**config.mk**
```make
export PLATFORM = sky130hd
export DESIGN_NAME = execute_hazard_detect
export DESIGN_NICKNAME = d
export VERILOG_FILES = /design/src/isa_pkg.sv /design/src/execute_hazard_detect.sv
export SDC_FILE = /design/constraint.sdc
export NUM_CORES = 1
export LEC_CHECK = 0
export ABC_CLOCK_PERIOD_IN_PS = 800
export BUFFER_PORTS_ARGS = -buffer_cell sky130_fd_sc_hd__buf_2
export CORE_AREA = 2 2 53 55
export CTS_CLUSTER_DIAMETER = 80
export CTS_CLUSTER_SIZE = 12
export DETAILED_ROUTE_END_ITERATION = 7
export DIE_AREA = 0 0 55 57
export PLACE_DENSITY = 0.72
export SKIP_CTS_REPAIR_TIMING = 1
export SYNTH_ARGS = -nofsm -noshare
export SYNTH_HDL_FRONTEND = slang
export SYNTH_SLANG_ARGS = --single-unit
```
**constraint.sdc**
```tcl
create_clock -name clk -period 0.8 [get_ports clk]
set_input_delay 0.16 -clock clk [delete_from_list [all_inputs] [get_ports clk]]
set_output_delay 0.16 -clock clk [all_outputs]
set_load 0.05 [all_outputs]
```
**src/isa_pkg.sv**
```systemverilog
/*
 * Instruction format definitions
 * Instruction and program counter words, the class field that marks
 * long-latency operations, and the NOP word.
 */
package isa_pkg;

	localparam int INSTR_W = 32;
	localparam int PC_W    = 32;

	typedef logic [INSTR_W-1:0] instr_t;
	typedef logic [PC_W-1:0]    pc_t;

	// Sequential instructions are one word apart
	localparam pc_t PC_STEP = 32'd4;

	// The class field sits in the top three bits of every instruction
	localparam int CLASS_MSB = 31;
	localparam int CLASS_LSB = 29;

	typedef logic [CLASS_MSB-CLASS_LSB:0] class_t;

	// Multiply and other operations that take the long execute path
	localparam class_t CLASS_LONG = 3'b110;

	localparam instr_t NOP_INSTR = '0;

	function automatic logic is_long_latency(instr_t instr);
		return instr[CLASS_MSB:CLASS_LSB] == CLASS_LONG;
	endfunction

endpackage

```
**src/execute_hazard_detect.sv**
```systemverilog
/*
 * Writeback hazard detector
 * Remembers recent long-latency issues and flags strands whose held
 * single-cycle instruction would write back in the same cycle as one.
 */
`timescale 1ns/1ps

module execute_hazard_detect #(
	parameter int NUM_STRANDS = 4,
	parameter int LONG_STAGES = 4
) (
	input  logic                   clk,
	input  logic                   rst_n_i,
	input  isa_pkg::instr_t        instr_i [NUM_STRANDS],
	input  logic [NUM_STRANDS-1:0] grant_i,
	output logic [NUM_STRANDS-1:0] hazard_o
);
	import isa_pkg::*;

	localparam int HIST_W = LONG_STAGES - 1;

	logic [NUM_STRANDS-1:0] long_vec;
	logic [HIST_W-1:0]      hist_q;
	logic                   long_issue;

	always_comb
	begin
		for (int s = 0; s < NUM_STRANDS; s++)
			long_vec[s] = is_long_latency(instr_i[s]);
	end

	assign long_issue = |(grant_i & long_vec);

	// Bit k is set when a long-latency instruction left the issue register k cycles ago
	always_ff @(posedge clk)
	begin
		if (!rst_n_i)
			hist_q <= '0;
		else
			hist_q <= (hist_q << 1) | HIST_W'(long_issue);
	end

	// A single-cycle instruction granted now would land on the same writeback slot
	assign hazard_o = {NUM_STRANDS{hist_q[HIST_W-1]}} & ~long_vec;

	a_no_wb_collision: assert property (@(posedge clk) disable iff (!rst_n_i)
		hist_q[HIST_W-1] |-> (grant_i & ~long_vec) == '0);

endmodule

```
==> impl_metrics.tcl <==
set metrics [dict create \
    grt_overflow 0 \
    tns_ns -1.22 \
    critPathKind "reg -> out" \
    syn-num-nets 154 \
    largest-register "hist_q" \
    avgSynthCellArea_um2 8.57 \
    drt_iter0_markers 4 \
    hp-class "in -> reg" \
    ys_types 6 \
    ys_warn_count 0 \
    grt_max_degree 5 \
    core-area_um2 2620 \
    cts_buffers 3 \
    grt_util_met1 0.0498 \
    clkTransAtPathRegs_ns 0.04 \
    p_total_mw 0.545 \
    cts_root_buf "clkbuf_4" \
    clockBufferDepth 2 \
    dpl.hpwl_um 550 \
    finalInstanceArea_um2 434 \
    grtUsageTotal 0.0450 \
    place_congestion 0.661 \
    layout.nets 180 \
    nFillCells 301 \
    status "finished, violations left" \
    n_antenna_cell 0 \
    die_w_um 55 \
    finClkSkew_ns 0.00118 \
    yosysSeqAreaShare 0.350 \
    grtUsageMet3 0.00785 \
    critPathMaxFanout 4 \
    tightest_slew_ns 0.153 \
    htree_levels 1 \
    largest_reg_flops 3 \
    setup_viol 4 \
    design.portCount 138 \
    largestRegisters "hist_q x3" \
    p_leak_nw 0.184 \
    via_per_inst 3.38 \
    rows 19 \
    dr.pass1.iters 3 \
    rrSetupSlack_ns 0.27 \
    cp.required_ns 0.64 \
    grt_util_met2 0.0646 \
    netlist_area_um2 171 \
    clk_latency_ns 0.23 \
    clkSinkCount 3 \
    cp.arrival_ns 0.95 \
    maxSlewViolCount 0 \
    violations "setup timing" \
    final_core_util 0.166 \
    ys_ff_latch 3 \
    p_per_area_nw_per_um2 1250 \
    finalCritPeriodShare 1.39 \
    synth_cells 20 \
    grt_pass1_vias 247 \
    wl_per_cell_um 8.45 \
    rsz0062_at_grt "yes" \
    crit_path_end_kind "output port" \
    grt-busiest-layer "met2" \
    ir_drop_mv 0.506 \
    register_area_um2 61.3 \
    fin_ws_ns -0.309 \
    drive_gt1_frac 0.689 \
    timing.max_cap.violations 0 \
    dieArea_um2 3140 \
    antenna_left 0 \
    grt_pass1_wl_um 903 \
    multi_input_area_um2 149 \
    num_vias 257 \
    cts_tree "yes" \
    r2r_cells 1 \
    clock.fmax_mhz 901 \
    syn2layout_area_growth_pct 153 \
    routed_wl_um 642 \
    route.detailed.drc 0 \
    hold_viol_final 0 \
    slew_headroom 0.898 \
    start_kind "flip-flop" \
    port_buffers 21 \
    initial_core_util 0.0656 \
    die_h_um 57 \
    hold_depth 2 \
    place_area_um2 379 \
    fin_crit_ns 1.11 \
    antenna_found_initial 0 \
]
[synthesized netlist by cell type]
cell	count	area [um2]
a31oi_1	4	25.0
inv_1	6	22.5
a41oi_2	1	16.3
and2_1	2	12.5
nand4b_1	4	35.0
dfxtp_1	3	60.1
[where the power goes]
part | switching, mW | internal [mW] | total (mW) | leakage [nW]
combinational | 0.0619 | 0.0536 | 0.115 | 0.144
sequential | 0.00154 | 0.156 | 0.158 | 0.0249
clock | 0.0842 | 0.187 | 0.271 | 0.0150
[area by class of cell]
class,count,share of cell area
timing repair buffer,21,0.308
tap,31,0.0893
sequential,3,0.141
multi-input combinational,11,0.343
inverter,6,0.0576
clock buffer,4,0.0605
[placed cells by master (no fill, tap or decap), drive strengths merged]
cell and n:
buf 21, inv 6, a31oi 4, nand4b 4
clkbuf 4, dfxtp 3, and2 2, a41oi 1
[routing by layer]
metal	wire length, um	part of all wire	up-vias
li1	-	-	123
met5	0	0	-
met4	13	0.020	0
met1	261	0.41	108
met3	111	0.17	2
met2	255	0.40	24
[logic make-up (layout without fill, tap and decap cells)]
group / after synthesis / count (layout) / synth area share
AND/OR/NAND/NOR: 6 / 6 / 0.277
flip-flops: 3 / 3 / 0.350
buffers and inverters: 6 / 31 / 0.131
AO/OA/AOI/OAI: 5 / 5 / 0.241
[per-stage QoR]
step	cells	hold WS, ns	setup slack [ns]
4_1_cts	76	0.154	-0.420
6_report	76	0.158	-0.309
3_3_place_gp	72	0.390	-0.157
2_1_floorplan	20	0.282	-0.0866
3_5_place_dp	72	0.399	-0.166
5_1_grt	76	0.164	-0.365
[worst paths after layout]
| path | startpoint | end |
|---|---|---|
| min | rst_n_i | hist_q[2]$_SDFF_PN0_ |
| min reg2reg | hist_q[1]$_SDFF_PN0_ | hist_q[2]$_SDFF_PN0_ |
| max | hist_q[2]$_SDFF_PN0_ | hazard_o[1] |
| max reg2reg | hist_q[1]$_SDFF_PN0_ | hist_q[2]$_SDFF_PN0_ |
[critical path: stages (launching register included)]
cell and delay (ns):
dfxtp_2 0.33, inv_4 0.06, a31oi_4 0.15, buf_8 0.17
No activity file was read; power rests on OpenSTA's default activity.
