File: config.mk
export PLATFORM = sky130hd
export DESIGN_NAME = strand_event_decode
export DESIGN_NICKNAME = d
export VERILOG_FILES = /design/src/strand_pkg.sv /design/src/isa_pkg.sv /design/src/strand_event_decode.sv
export SDC_FILE = /design/constraint.sdc
export NUM_CORES = 1
export LEC_CHECK = 0
export BUFFER_PORTS_ARGS = -buffer_cell sky130_fd_sc_hd__buf_2
export CAP_MARGIN = 20
export CORE_MARGIN = 5
export CORE_UTILIZATION = 35
export DETAILED_ROUTE_END_ITERATION = 12
export GPL_TIMING_DRIVEN = 0
export PLACE_DENSITY = 0.76
export RECOVER_POWER = 50
export SLEW_MARGIN = 20
export SYNTH_ARGS = -nofsm -noshare
export SYNTH_HDL_FRONTEND = slang
export SYNTH_SLANG_ARGS = --single-unit
File: constraint.sdc
create_clock -name clk -period 2.04 [get_ports clk]
set_input_delay 0.408 -clock clk [delete_from_list [all_inputs] [get_ports clk]]
set_output_delay 0.408 -clock clk [all_outputs]
set_load 0.02 [all_outputs]
File: src/strand_pkg.sv
/*
 * Strand control definitions
 * Strand indices and the kind codes carried on the rollback/suspend/resume
 * event bus of the strand select stage.
 */
package strand_pkg;

	// Enough bits to name any of up to four strands
	localparam int STRAND_ID_W = 2;

	typedef logic [STRAND_ID_W-1:0] strand_id_t;

	// Event bus kind field
	typedef logic [1:0] event_kind_t;

	// Code zero is left unused so an idle bus never decodes as an event
	localparam event_kind_t EV_ROLLBACK = 2'd1;
	localparam event_kind_t EV_SUSPEND  = 2'd2;
	localparam event_kind_t EV_RESUME   = 2'd3;

endpackage

File: src/isa_pkg.sv
/*
 * Instruction format definitions
 * Instruction and program counter words, the class field that marks
 * long-latency operations, and the NOP word.
 */
package isa_pkg;

	localparam int INSTR_W = 32;
	localparam int PC_W    = 32;

	typedef logic [INSTR_W-1:0] instr_t;
	typedef logic [PC_W-1:0]    pc_t;

	// Sequential instructions are one word apart
	localparam pc_t PC_STEP = 32'd4;

	// The class field sits in the top three bits of every instruction
	localparam int CLASS_MSB = 31;
	localparam int CLASS_LSB = 29;

	typedef logic [CLASS_MSB-CLASS_LSB:0] class_t;

	// Multiply and other operations that take the long execute path
	localparam class_t CLASS_LONG = 3'b110;

	localparam instr_t NOP_INSTR = '0;

	function automatic logic is_long_latency(instr_t instr);
		return instr[CLASS_MSB:CLASS_LSB] == CLASS_LONG;
	endfunction

endpackage

File: src/strand_event_decode.sv
/*
 * Strand event decoder
 * Registers the encoded event bus and the strand enable mask, and turns
 * each event into a one-cycle pulse on the named strand.
 */
`timescale 1ns/1ps

module strand_event_decode #(
	parameter int NUM_STRANDS = 4
) (
	input  logic                     clk,
	input  logic                     rst_n_i,
	input  logic                     event_valid_i,
	input  strand_pkg::event_kind_t  event_kind_i,
	input  strand_pkg::strand_id_t   event_strand_i,
	input  isa_pkg::pc_t             event_pc_i,
	input  logic [NUM_STRANDS-1:0]   strand_enable_i,
	output logic [NUM_STRANDS-1:0]   rollback_o,
	output logic [NUM_STRANDS-1:0]   suspend_o,
	output logic [NUM_STRANDS-1:0]   resume_o,
	output isa_pkg::pc_t             rollback_pc_o,
	output logic [NUM_STRANDS-1:0]   enable_o
);
	import strand_pkg::*;

	logic [NUM_STRANDS-1:0] target;

	// One-hot select of the strand the event names, zero when idle
	assign target = NUM_STRANDS'(event_valid_i) << event_strand_i;

	always_ff @(posedge clk)
	begin
		if (!rst_n_i)
		begin
			rollback_o <= '0;
			suspend_o  <= '0;
			resume_o   <= '0;
			enable_o   <= '0;
		end
		else
		begin
			rollback_o <= (event_kind_i == EV_ROLLBACK) ? target : '0;
			suspend_o  <= (event_kind_i == EV_SUSPEND) ? target : '0;
			resume_o   <= (event_kind_i == EV_RESUME) ? target : '0;
			enable_o   <= strand_enable_i;
		end
	end

	// Only one rollback target is needed since at most one event arrives per cycle
	always_ff @(posedge clk)
	begin
		if (event_valid_i && event_kind_i == EV_ROLLBACK)
			rollback_pc_o <= event_pc_i;
	end

	a_strand_in_range: assert property (@(posedge clk) disable iff (!rst_n_i)
		event_valid_i |-> int'(event_strand_i) < NUM_STRANDS);

endmodule

==> flow_metrics.tcl, run 1 <==
set metrics [dict create \
    grt_pass1_wl_mm 4.49 \
    synthesis.nets 116 \
    worst_setup_path_end_kind "flop" \
    fin_area_mm2 0.00203 \
    critPathTopFamily "simple AND/OR/NAND/NOR gates" \
    core_area_mm2 0.00400 \
    htree_levels 2 \
    drt-initial-drc-count 56 \
    grt_overflow 0 \
    vias 965 \
    rows 23 \
    wire_per_inst_um 13.7 \
    track_usage_pct 11.6 \
    maxSlewHeadroom_pct 52.6 \
    cts-root-buf "clkbuf_8" \
    fp.dieH_um 74.0 \
    cts_max_path_buffers 2 \
    n_antenna_cell 0 \
    layout_commonest_cell "buf_2" \
    vias_per_cell 4.37 \
    cp_num_buf_inv 1 \
    hold_viol 0 \
    start_util_pct 35.8 \
    io_buffers 90 \
    dieArea_mm2 0.00548 \
    netlist_instances 73 \
    peakVddDrop_mv 0.623 \
    antenna_found_initial 1 \
    yosysSeqAreaShare_pct 89.4 \
    cts_resized 0 \
    worstPathArrival_ps 1270 \
    fin_tns_setup_ps 0 \
    syn_to_final_growth_pct 41.4 \
    drv_slew 0 \
    nets 213 \
    layout_common_cells "buf_2, edfxtp_1, clkbuf_1, dfxtp_1, nor2_1" \
    cts_made_buffers 5 \
    worstSetupPathDepth 2 \
    crit_start "event_kind_i[1]" \
    rsz0062_at_grt "false" \
    crit_required_ps 1970 \
    max_slew.worst_pin.slew_ps 710 \
    fmax_ghz 0.746 \
    die_x_um 74.0 \
    p_leak_uw 0.000826 \
    setup_slack_ps 699 \
    final-setup-viol-count 0 \
    crit_chain "buf_2, and3b_2" \
    ys_ff_latch 48 \
    drt-total-wl_mm 3.03 \
    crit_slowest_cell "and3b_2" \
    cp_max_fo 32 \
    max_cap_violations 0 \
    cts_tree "done" \
    gp_congestion 0.765 \
    startpoint_type "primary input" \
    grt_max_degree 33 \
    ys_types 14 \
    clk_pin_slew_ps 80 \
    place_area_mm2 0.00195 \
    dp_hpwl_mm 2.35 \
    min_path_type "in -> reg" \
    cts_hold_buf 0 \
    synth_area_mm2 0.00143 \
    outcome "finished, final reports clean" \
    dpl_worst_slack_ps 347 \
    period_share_pct 65.7 \
    crit_path_max_incr_delay_ps 710 \
    cts_setup_buffers 0 \
    dr.pass1.iters 3 \
    ios 91 \
    numClockSinks 48 \
    yosysWarnings 0 \
    crit_type "in -> reg" \
    power_density_mw_per_mm2 907 \
    syn_area_per_cell_um2 19.6 \
    endpoint "rollback_pc_o[2]$_DFFE_PP_" \
    ant_nets 0 \
    grt_pass1_vias 973 \
    finalCriticalPeriod_ps 1340 \
    drc 0 \
    drive_above_1_share_pct 48.5 \
    hold_slack_ps 285 \
]
per-layer routing:
metal	global-route usage [%]	vias up	wire, um
li1	-	461	-
met1	11.4	439	1020
met2	17.6	57	1440
met3	9.46	6	498
met4	5.43	2	47
met5	0	-	20
layout make-up:
type                            count  area (um2)
Clock buffer                        7        97.6
Clock inverter                      1        5.00
Fill cell                         370        1970
Multi-Input combinational cell     25         151
Sequential cell                    48        1280
Tap cell                           50        62.6
Timing Repair Buffer               90         429
cells by family (layout without fill, tap and decap cells):
logic type / count (synthesis) / after routing / share of synthesized area (%)
flops: 48 / 48 / 89.4
simple gates: 25 / 25 / 10.6
buf+inv: 0 / 98 / 0
metrics by stage:
stage               utilization, %  power [uW]  std cells
floorplan                        -        1180         73
global placement              48.7        1260        213
detailed placement            48.7        1260        213
CTS                           51.3        1880        221
global route                  50.7        1930        221
finish                        50.7        1840        221
worst min path at each step:
stage / endpoint / depth (start not counted) / from
floorplan: rollback_o[2]$_SDFF_PN0_ / 1 / event_strand_i[0]
global placement: rollback_pc_o[20]$_DFFE_PP_ / 1 / event_pc_i[20]
detailed placement: rollback_pc_o[2]$_DFFE_PP_ / 1 / event_pc_i[2]
CTS: rollback_pc_o[10]$_DFFE_PP_ / 1 / event_pc_i[10]
global route: rollback_pc_o[22]$_DFFE_PP_ / 1 / event_pc_i[22]
finish: rollback_pc_o[10]$_DFFE_PP_ / 1 / event_pc_i[10]
Yosys cell counts:
library cell,n,area (um2)
nand2b_2,1,8.76
nand4b_1,2,17.5
nor3_1,4,20.0
nor4_2,1,12.5
nor4_1,1,6.26
nor2_1,6,22.5
nand2_1,2,7.51
and2_1,4,25.0
and3b_1,1,8.76
nand2b_1,1,6.26
nand4bb_1,1,11.3
edfxtp_1,32,961
dfxtp_1,16,320
nand2_2,1,6.26
report_power, final:
part | switching [uW] | total (uW) | leakage (uW) | internal [uW]
Combinational | 92.2 | 149 | 0.000348 | 56.3
Clock | 292 | 606 | 0.0000534 | 314
Sequential | 7.85 | 1080 | 0.000424 | 1080
flip-flops by register name (all words and copies together) (netlist names):
name	cells
enable_o	4
resume_o	4
rollback_o	4
rollback_pc_o	32
suspend_o	4
Note: power is estimated with default switching activity, not from simulation.
==> inputs of run 2 (changes only) <==
==> constraint.sdc (replaced) <==
create_clock -name clk -period 1.35 [get_ports clk]
set_input_delay 0.27 -clock clk [delete_from_list [all_inputs] [get_ports clk]]
set_output_delay 0.27 -clock clk [all_outputs]
set_load 0.02 [all_outputs]
==> run 2 against run 1 <==
Net effect: non-clock buffer count did not move; worst hold slack lost 150 ps; sequential share of layout area up 0.63 points; critical path depth is the same; die area unchanged; cell area decreased by 0.99%; combinational power is 51% higher; clock-buffer cell count down 2; largest power group unchanged.
==> flow_metrics.tcl, run 2 (synthesis results as in run 1) <==
set metrics [dict create \
    crit_type "in -> reg" \
    die_x_um 74.0 \
    maxSlewHeadroom_pct 53.0 \
    peakVddDrop_mv 0.895 \
    top_register "rollback_pc_o" \
    dp_hpwl_mm 2.40 \
    vias_per_cell 4.39 \
    syn_to_final_growth_pct 40.0 \
    nets 213 \
    worst_setup_path_end_kind "flop" \
    sw_frac_of_total_pct 22.9 \
    start_util_pct 35.8 \
    fin_tns_setup_ps 0 \
    fp.dieH_um 74.0 \
    grt_overflow 0 \
    ant_nets 0 \
    cp_num_buf_inv 1 \
    htree_levels 2 \
    cts-root-buf "clkbuf_8" \
    crit_path_max_incr_delay_ps 700 \
    drt-total-wl_mm 3.08 \
    finalCriticalPeriod_ps 1190 \
    cts_setup_buffers 0 \
    drt-initial-drc-count 24 \
    fillers 372 \
    cts_resized 0 \
    startpoint_type "primary input" \
    hold_path.startpoint "event_pc_i[17]" \
    hold_path_end "rollback_pc_o[17]$_DFFE_PP_" \
    cellInternalPower_uw 2080 \
    layout_common_cells "buf_2, edfxtp_1, clkbuf_1, dfxtp_1, nor2_1" \
    track_usage_pct 12.1 \
    fmax_ghz 0.840 \
    hold-path-cell-count 1 \
    io_buffers 90 \
    cts_hold_buf 0 \
    crit_chain "buf_2, and3b_2" \
    worstPathArrival_ps 1120 \
    critPathTopFamily "simple AND/OR/NAND/NOR gates" \
    grt_pass1_vias 1001 \
    drc 0 \
    crit_required_ps 1280 \
    cp_max_fo 32 \
    antenna_found_initial 0 \
    max_slew.worst_pin.slew_ps 705 \
    outcome "finished, final reports clean" \
    rsz0062_at_grt "false" \
    power_density_mw_per_mm2 1340 \
    gp_congestion 0.818 \
    cts_tree "done" \
    core_area_mm2 0.00400 \
    clk_pin_slew_ps 90 \
    grt_max_degree 33 \
    layout_commonest_cell "buf_2" \
    cts_max_path_buffers 2 \
    hold_slack_ps 137 \
    dr.pass1.iters 2 \
    largest_reg_flops 32 \
    ios 91 \
    seqPwrFrac_pct 60.7 \
    wire_per_inst_um 13.9 \
    min_path_type "in -> reg" \
    p_sw_uw 619 \
    drive_above_1_share_pct 48.5 \
    final-setup-viol-count 0 \
    cts_made_buffers 5 \
    max_cap_violations 0 \
    period_share_pct 88.2 \
    grt_pass1_wl_mm 4.71 \
    pwr-share-clk_pct 31.0 \
    drv_slew 0 \
    n_antenna_cell 0 \
    p_leak_uw 0.000822 \
    rows 23 \
    numClockSinks 48 \
    vias 971 \
    dieArea_mm2 0.00548 \
    crit_slowest_cell "and3b_2" \
    hold_viol 0 \
    pwr-share-comb_pct 8.3 \
]
run 2: cell types whose count changed in the layout (fill, tap and decap cells not counted), sizes merged:
cell,previous run,this run
clkbuf,24,22
inv,0,2
run 2: final cells by class:
cell class                      instances  area [um2]  share of cell area (%)
Sequential cell                        48        1280                    63.8
Timing Repair Buffer                   90         429                    21.4
Multi-Input combinational cell         25         145                    7.23
Clock buffer                            5        68.8                    3.43
Clock inverter                          3        20.0                   0.998
Tap cell                               50        62.6                    3.12
run 2: power by group through the flow:
stage | Clock, uW | Combinational (uW) | Sequential, uW
after floorplan | 0 | 31.1 | 1750
after global placement | 0 | 229 | 1670
after detailed placement | 0 | 235 | 1670
after CTS | 877 | 235 | 1640
after global routing | 937 | 245 | 1640
final | 835 | 225 | 1640
run 2: through the flow:
stage	utilization (%)	instances	power, uW	area (um2)	setup slack (ps)
floorplan	-	73	1780	1440	130
global placement	48.7	213	1900	1950	-147
detailed placement	48.7	213	1910	1950	-178
CTS	50.9	221	2750	2040	155
global route	50.2	221	2830	2010	89.0
finish	50.2	221	2700	2010	160
run 2: how the worst max path moves through the flow:
stage / start / cells after the start / endpoint / slack [ps]
after floorplan: event_kind_i[1] / 1 / rollback_pc_o[0]$_DFFE_PP_ / 130
after global placement: event_kind_i[1] / 2 / rollback_pc_o[12]$_DFFE_PP_ / -150
after detailed placement: event_kind_i[1] / 2 / rollback_pc_o[12]$_DFFE_PP_ / -180
after CTS: event_kind_i[1] / 2 / rollback_pc_o[15]$_DFFE_PP_ / 150
after global routing: event_kind_i[1] / 2 / rollback_pc_o[15]$_DFFE_PP_ / 90
final: event_kind_i[1] / 2 / rollback_pc_o[15]$_DFFE_PP_ / 160
run 2: layer usage:
layer  vias up  wire length [um]  global-route usage, %
met1       440              1000                   11.2
li1        464                 -                      -
met5         -                 0                      0
met4         0                67                   6.64
met2        60              1520                   20.0
met3         7               490                   7.84
