$ cat config.mk
export PLATFORM = sky130hd
export DESIGN_NAME = strand_fsm
export DESIGN_NICKNAME = d
export VERILOG_FILES = /design/src/isa_pkg.sv /design/src/strand_fsm.sv
export SDC_FILE = /design/constraint.sdc
export NUM_CORES = 1
export LEC_CHECK = 0
export BUFFER_PORTS_ARGS = -buffer_cell sky130_fd_sc_hd__buf_2
export CELL_PAD_IN_SITES_DETAIL_PLACEMENT = 1
export CELL_PAD_IN_SITES_GLOBAL_PLACEMENT = 1
export CORE_MARGIN = 2
export CORE_UTILIZATION = 32
export CTS_CLUSTER_SIZE = 24
export DETAILED_ROUTE_END_ITERATION = 12
export GPL_ROUTABILITY_DRIVEN = 0
export PLACE_DENSITY = 0.73
export SLEW_MARGIN = 20
export SYNTH_ARGS = -nofsm -noshare
export SYNTH_HDL_FRONTEND = slang
export SYNTH_SLANG_ARGS = --single-unit
export TNS_END_PERCENT = 100
$ cat constraint.sdc
create_clock -name clk -period 3.7 [get_ports clk]
set_input_delay 0.185 -clock clk [delete_from_list [all_inputs] [get_ports clk]]
set_output_delay 0.185 -clock clk [all_outputs]
set_load 0.01 [all_outputs]
$ cat src/isa_pkg.sv
/*
 * Instruction format definitions
 * Instruction and program counter words, the class field that marks
 * long-latency operations, and the NOP word.
 */
package isa_pkg;

	localparam int INSTR_W = 32;
	localparam int PC_W    = 32;

	typedef logic [INSTR_W-1:0] instr_t;
	typedef logic [PC_W-1:0]    pc_t;

	// Sequential instructions are one word apart
	localparam pc_t PC_STEP = 32'd4;

	// The class field sits in the top three bits of every instruction
	localparam int CLASS_MSB = 31;
	localparam int CLASS_LSB = 29;

	typedef logic [CLASS_MSB-CLASS_LSB:0] class_t;

	// Multiply and other operations that take the long execute path
	localparam class_t CLASS_LONG = 3'b110;

	localparam instr_t NOP_INSTR = '0;

	function automatic logic is_long_latency(instr_t instr);
		return instr[CLASS_MSB:CLASS_LSB] == CLASS_LONG;
	endfunction

endpackage

$ cat src/strand_fsm.sv
/*
 * Strand state machine
 * Fetches one instruction at a time over a four-phase req/ack port, holds
 * it until the issue arbiter grants this strand, and handles suspend,
 * resume and rollback.
 */
`timescale 1ns/1ps

module strand_fsm #(
	parameter isa_pkg::pc_t RESET_PC = '0
) (
	input  logic            clk,
	input  logic            rst_n_i,
	input  logic            enable_i,
	input  logic            rollback_i,
	input  isa_pkg::pc_t    rollback_pc_i,
	input  logic            suspend_i,
	input  logic            resume_i,
	input  logic            grant_i,
	output logic            fetch_req_o,
	output isa_pkg::pc_t    fetch_pc_o,
	input  logic            fetch_ack_i,
	input  isa_pkg::instr_t fetch_instr_i,
	output logic            issue_req_o,
	output isa_pkg::instr_t instr_o,
	output isa_pkg::pc_t    pc_o
);
	import isa_pkg::*;

	typedef enum logic [1:0] {
		FETCH,
		ACK_RELEASE,
		READY,
		SUSPENDED
	} state_t;

	state_t state_q;
	logic   req_q;
	pc_t    pc_q;
	pc_t    redirect_pc_q;
	instr_t instr_q;
	logic   suspended_q;
	logic   discard_q;
	logic   susp_next;
	logic   fetch_done;

	// A resume in the same cycle as a suspend wins
	assign susp_next  = (suspended_q | suspend_i) & ~resume_i;
	assign fetch_done = (state_q == FETCH) && req_q && fetch_ack_i;

	always_ff @(posedge clk)
	begin
		if (!rst_n_i)
		begin
			state_q     <= FETCH;
			req_q       <= 1'b0;
			pc_q        <= RESET_PC;
			suspended_q <= 1'b0;
			discard_q   <= 1'b0;
		end
		else
		begin
			suspended_q <= susp_next;
			case (state_q)
				FETCH:
				begin
					if (fetch_done)
					begin
						req_q <= 1'b0;
						if (discard_q || rollback_i)
						begin
							// Word belongs to the abandoned path, so fetch again
							discard_q <= 1'b0;
							pc_q      <= rollback_i ? rollback_pc_i : redirect_pc_q;
						end
						else
							state_q <= ACK_RELEASE;
					end
					else if (req_q)
					begin
						// The PC must stay stable while req is high
						if (rollback_i)
							discard_q <= 1'b1;
					end
					else
					begin
						if (rollback_i)
							pc_q <= rollback_pc_i;
						if (enable_i && !fetch_ack_i)
							req_q <= 1'b1;
					end
				end
				ACK_RELEASE:
				begin
					if (rollback_i)
					begin
						pc_q    <= rollback_pc_i;
						state_q <= FETCH;
					end
					else if (!fetch_ack_i)
						state_q <= susp_next ? SUSPENDED : READY;
				end
				READY:
				begin
					if (grant_i)
					begin
						// Ack is already low here, so the next fetch can start at once
						req_q   <= 1'b1;
						pc_q    <= rollback_i ? rollback_pc_i : pc_q + PC_STEP;
						state_q <= FETCH;
					end
					else if (rollback_i)
					begin
						pc_q    <= rollback_pc_i;
						state_q <= FETCH;
					end
					else if (susp_next)
						state_q <= SUSPENDED;
				end
				SUSPENDED:
				begin
					if (rollback_i)
					begin
						pc_q    <= rollback_pc_i;
						state_q <= FETCH;
					end
					else if (!susp_next)
						state_q <= READY;
				end
				default:
					state_q <= FETCH;
			endcase
		end
	end

	always_ff @(posedge clk)
	begin
		if (fetch_done)
			instr_q <= fetch_instr_i;
		if (rollback_i)
			redirect_pc_q <= rollback_pc_i;
	end

	assign fetch_req_o = req_q;
	assign fetch_pc_o  = pc_q;
	assign issue_req_o = (state_q == READY) && enable_i;
	assign instr_o     = instr_q;
	assign pc_o        = pc_q;

	a_grant_needs_req: assert property (@(posedge clk) disable iff (!rst_n_i)
		grant_i |-> issue_req_o);

endmodule

==> metrics.txt, run 1 <==
status=finished clean; Least-Margin Pin Slew=866 ps; Vias/cell=5.54; number of port buffers=169; vias in the first global route=5,142; # nets final=757; reg2reg end=fetch_pc_o[28]; Post-CTS Setup Inserts=0; GRT Total Usage=20.6%; clk slew on worst S/H paths=70 ps; Mapped Area=5180 um2; non-filler cells, final=905; Routed WL=18.0 mm; Area Growth Syn to Fin=23.6%; Hold Path Sink=instr_o[5]; leading area contributor after synthesis=dfxtp_1; final setup TNS=0 ps; yosys warns=0; DRC Markers=0; minimum hold slack=8.71 ps; drt first pass iters=5; core area=15,800 um2; most common cell in the synthesized netlist=dfxtp_1; Static Leak=2.59 nW; CTS Sinks=101; Worst Hold Depth=1; # H-tree levels=3; Unique masters post-synth=65; setup slack at placement=1160 ps; Worst-Skew Late Latency=350 ps; Slowest-stage cell, CP=inv_2; Site Rows=46; unrepaired setup endpoints after global routing=no; multi-input logic area=2340 um2; grt ovf=0; flops & latches, synth=101; Worst Slack Setup Final=1130 ps; via count=5,013; worst-path fanout max=35; crit start category=flop; initial antenna violation count=0; clk buf depth=2; largest net degree at the start of global routing=48; hold path start=fetch_instr_i[5]; power per cell area=432 nW/um2; Slew HR=42.3%; Hold Violations, Final=0; WP buf/inv=2; DR WL/cell=19.9 um; R2R setup slack=1130 ps; top post-synthesis cells by area=dfxtp_1, edfxtp_1, mux2_2; Max Slew Vio Count=0; CTS tree=yes; crit path kind=flop to flop; die height=131 um; Max Clock Freq=388 MHz; crit share post-route=69.6%; clk root buf=clkbuf_16; Worst Clk Skew=6.30 ps; EDFF count, synth=32; min Tclk post-route=2570 ps; Die Wd=131 um; Initial Util=32.7%; Worst R2R Path Depth=6; Worst Setup End Kind=flop; Mean Syn Cell Area=9.40 um2; diodes inserted=0; FFs w/ async S/R, synth=0%; first-pass GRT wire length=28.5 mm; I/O pins=170; initial DRC count=322; max incr delay on CP=500 ps; placed inst area=5940 um2; list of most frequent post-synthesis cells=dfxtp_1, o21ai_0, nand2_1; Synthesized Nets=624; share of layout cells above drive strength 1=33.7%; register area=2340 um2; die area=17,200 um2; CP delay by family, top=buffers and inverters; WP data required=3950 ps; critical path arrival=2820 ps; Post-Synthesis Cells=551; HP Class=input pin to flop; post-cts sizing count=0; VDD IR-drop max=0.210 mV; Synth Flop Type=dfxtp_1; worst-path cell chain=nand4bb_1 -> inv_2 -> buf_4 -> mux2i_1 -> o21ai_0 -> o221a_2; max-cap violations=0; post-route ant nets=0; Placed Cells=875; fillers=1,861; register area share after synthesis=45.2%; Final setup violation count=0; detailed placement HPWL=12.7 mm; post-synth top area share=26.7%; FF-to-FF Start=state_q[0]; final instance area=6400 um2; CTS buffer count=9
sequential cells by signal, indices dropped and copies added (netlist names):
name	flops
fetch_req_o	1
discard_q	1
fetch_pc_o	32
state_q	2
suspended_q	1
instr_o	32
redirect_pc_q	32
how the worst max path moves through the flow:
stage,start,to,slack [ps],cells after the start
finish,state_q[0],fetch_pc_o[28],1130,6
CTS,state_q[0],fetch_pc_o[28],1160,6
global placement,rollback_i,fetch_pc_o[21],1260,6
floorplan,state_q[1],fetch_pc_o[21],1570,9
detailed placement,state_q[0],fetch_pc_o[28],1160,6
global route,state_q[0],fetch_pc_o[28],990,6
area by class of cell:
cell class | count | area share [%]
multi-input combinational | 360 | 36.6
sequential | 101 | 36.6
clock buffer | 11 | 3.63
clock inverter | 5 | 1.33
inverter | 20 | 1.17
timing repair buffer | 192 | 16.5
tap | 216 | 4.22
power by group:
part           internal [mW]  leakage, nW  total [mW]  switching (mW)
Clock                  0.596        0.150        1.02           0.429
Combinational          0.190         1.57       0.420           0.230
Sequential              1.22        0.866        1.32          0.0965
cells by family (layout without fill, tap and decap cells):
| logic type | after synthesis | after routing | share of synthesized area, % |
|---|---|---|---|
| compound gates | 172 | 172 | 22.1 |
| xor+xnor | 4 | 4 | 0.677 |
| mux | 34 | 34 | 7.20 |
| buf+inv | 90 | 228 | 9.52 |
| simple gates | 149 | 149 | 15.1 |
| fa+ha+maj | 1 | 1 | 0.242 |
| flops | 101 | 101 | 45.2 |
worst reg2reg max path: stages, from the launching register on:
cell and delay, ps:
dfxtp_1 470, nand4bb_1 320, inv_2 500, buf_4 500
mux2i_1 300, o21ai_0 100, o221a_2 280
through the flow:
step                      utilization (%)  total power [mW]
after floorplan                         -              1.59
after global placement               37.6              1.73
after detailed placement             37.6              1.75
after CTS                            40.5              2.79
after global routing                 40.5              2.89
final                                40.5              2.76
cells in the final DEF, fill, tap and decap left out, types with 6 or more instances in the layout:
master,n
buf_2,169
dfxtp_1,69
o21ai_0,52
nand2_1,42
a21oi_1,36
edfxtp_1,32
nor2_1,28
mux2_2,26
inv_1,19
nand3_1,16
nand4_1,14
dlygate4sd3_1,14
nor3_1,9
clkbuf_16,9
buf_4,9
o311ai_0,8
o221ai_1,8
mux2i_1,8
a31oi_1,8
a22o_1,6
repair_timing:
item,in CTS,in global routing
setup endpoints to repair,0,0
endpoints found under the hold margin,14,0
hold buffers,14,0
layer usage:
| layer | up-vias | GRT usage (%) | part of all wire (%) |
|---|---|---|---|
| met4 | 0 | 7.67 | 2.5 |
| li1 | 2312 | - | - |
| met5 | - | 0 | 0 |
| met3 | 33 | 4.44 | 7.1 |
| met2 | 223 | 34.4 | 47 |
| met1 | 2445 | 26.3 | 43 |
Note: power is estimated with default switching activity, not from simulation.
==> inputs of run 2 (changes only) <==
==> constraint.sdc (replaced) <==
create_clock -name clk -period 2.6 [get_ports clk]
set_input_delay 0.13 -clock clk [delete_from_list [all_inputs] [get_ports clk]]
set_output_delay 0.13 -clock clk [all_outputs]
set_load 0.01 [all_outputs]
==> metrics.txt, run 2 (synthesized netlist as in run 1, its figures left out) <==
hold path start=rollback_pc_i[20]; Max Slew Vio Count=0; detailed placement HPWL=13.6 mm; Site Rows=46; clk buf depth=2; HP Class=input pin to flop; GRT Total Usage=21.9%; worst-path fanout max=10; # H-tree levels=3; drt first pass iters=4; Combinational Power Share=17.4%; share of layout cells above drive strength 1=34.4%; I/O pins=170; minimum hold slack=8.79 ps; Final setup violation count=0; critical path arrival=2650 ps; R2R setup slack=150 ps; diodes inserted=0; CTS buffer count=9; Clk pwr share=34.0%; CTS tree=yes; Int Pwr=2.73 mW; unrepaired setup endpoints after global routing=no; initial DRC count=305; crit start category=flop; Worst Clk Skew=8.54 ps; post-cts sizing count=0; Max Clock Freq=409 MHz; power per cell area=572 nW/um2; sequential power share=48.5%; Worst-Skew Late Latency=350 ps; Static Leak=2.75 nW; initial antenna violation count=0; status=finished clean; clk root buf=clkbuf_16; Area Growth Syn to Fin=29.4%; Net Sw Frac=28.9%; DRC Markers=0; CTS Sinks=101; final setup TNS=0 ps; crit share post-route=94.1%; post-route ant nets=0; vias in the first global route=5,369; core area=15,800 um2; commonest non-fill, non-tap cell in the layout=buf_2; fillers=1,885; Slew HR=49.5%; # nets final=795; min Tclk post-route=2450 ps; die area=17,200 um2; FF-to-FF Start=fetch_pc_o[12]; Hold Violations, Final=0; DR WL/cell=20.3 um; sw power=1.11 mW; Least-Margin Pin Slew=757 ps; WP data required=2810 ps; Vias/cell=5.51; Initial Util=32.7%; Worst Setup End Kind=flop; die height=131 um; max-cap violations=0; clk slew on worst S/H paths=70 ps; crit path kind=flop to flop; Die Wd=131 um; first-pass GRT wire length=30.0 mm; Routed WL=19.2 mm; Post-CTS Setup Inserts=0; grt ovf=0; via count=5,195; most frequent cells in the layout=buf_2, dfxtp_1, o21ai_0, nand2_1, a21oi_1; Setup crit start=fetch_pc_o[12]; number of port buffers=169; largest net degree at the start of global routing=44; VDD IR-drop max=0.308 mV
-- run 2: cell types whose count changed in the layout (fill, tap and decap cells not counted), sizes merged --
cell / previous run / this run
dlygate4sd3: 14 / 35
buf: 178 / 195
bufinv: 2 / 0
clkinv: 2 / 3
inv: 20 / 21
-- run 2: final timing paths --
path         depth (start not counted)           endpoint
min reg2reg                          2  redirect_pc_q[23]
max reg2reg                          5     fetch_pc_o[25]
min                                  3  redirect_pc_q[20]
max                                  5     fetch_pc_o[25]
-- run 2: final cells by class --
cell class / count / area, um2 / share of cell area [%]
Timing Repair Buffer: 230 / 1390 / 20.8
Sequential cell: 101 / 2340 / 35.0
Clock buffer: 11 / 243 / 3.62
Inverter: 20 / 75.1 / 1.12
Multi-Input combinational cell: 360 / 2340 / 35.0
Clock inverter: 5 / 35.0 / 0.523
Tap cell: 216 / 270 / 4.03
-- run 2: repair_timing --
| action | 4_1_cts | 5_1_grt |
|---|---|---|
| hold endpoints to repair | 35 | 0 |
| hold buffers | 35 | 0 |
| endpoints found under the setup margin | 0 | 0 |
-- run 2: through the flow --
step	setup slack, ps	utilization [%]	instance area (um2)	std cells	power (mW)
2_1_floorplan	466	-	5180	551	2.27
3_3_place_gp	324	38.4	6070	892	2.48
3_5_place_dp	259	38.4	6070	892	2.51
4_1_cts	188	42.3	6700	943	3.86
5_1_grt	51.4	42.3	6700	943	4.02
6_report	154	42.3	6700	943	3.83
-- run 2: routing by layer --
metal | wire, um | share of wire, % | track usage [%] | vias up
met5 | 0 | 0 | 0 | -
met4 | 361 | 1.9 | 7.67 | 0
met3 | 1230 | 6.4 | 3.82 | 26
met2 | 9250 | 48 | 37.8 | 222
met1 | 8340 | 43 | 27.6 | 2561
li1 | - | - | - | 2386
-- run 2: critical path: stages (launching register included) --
cell	delay (ps)
dfxtp_1	530
nand4_2	220
or4_1	780
or4_1	480
a31oi_1	220
a211oi_1	70
-- run 2: power groups by stage --
stage / Combinational, mW / Sequential, mW / Clock (mW)
final: 0.669 / 1.86 / 1.30
after global routing: 0.726 / 1.88 / 1.41
after CTS: 0.667 / 1.86 / 1.34
after detailed placement: 0.621 / 1.89 / 0
after global placement: 0.596 / 1.88 / 0
after floorplan: 0.380 / 1.89 / 0
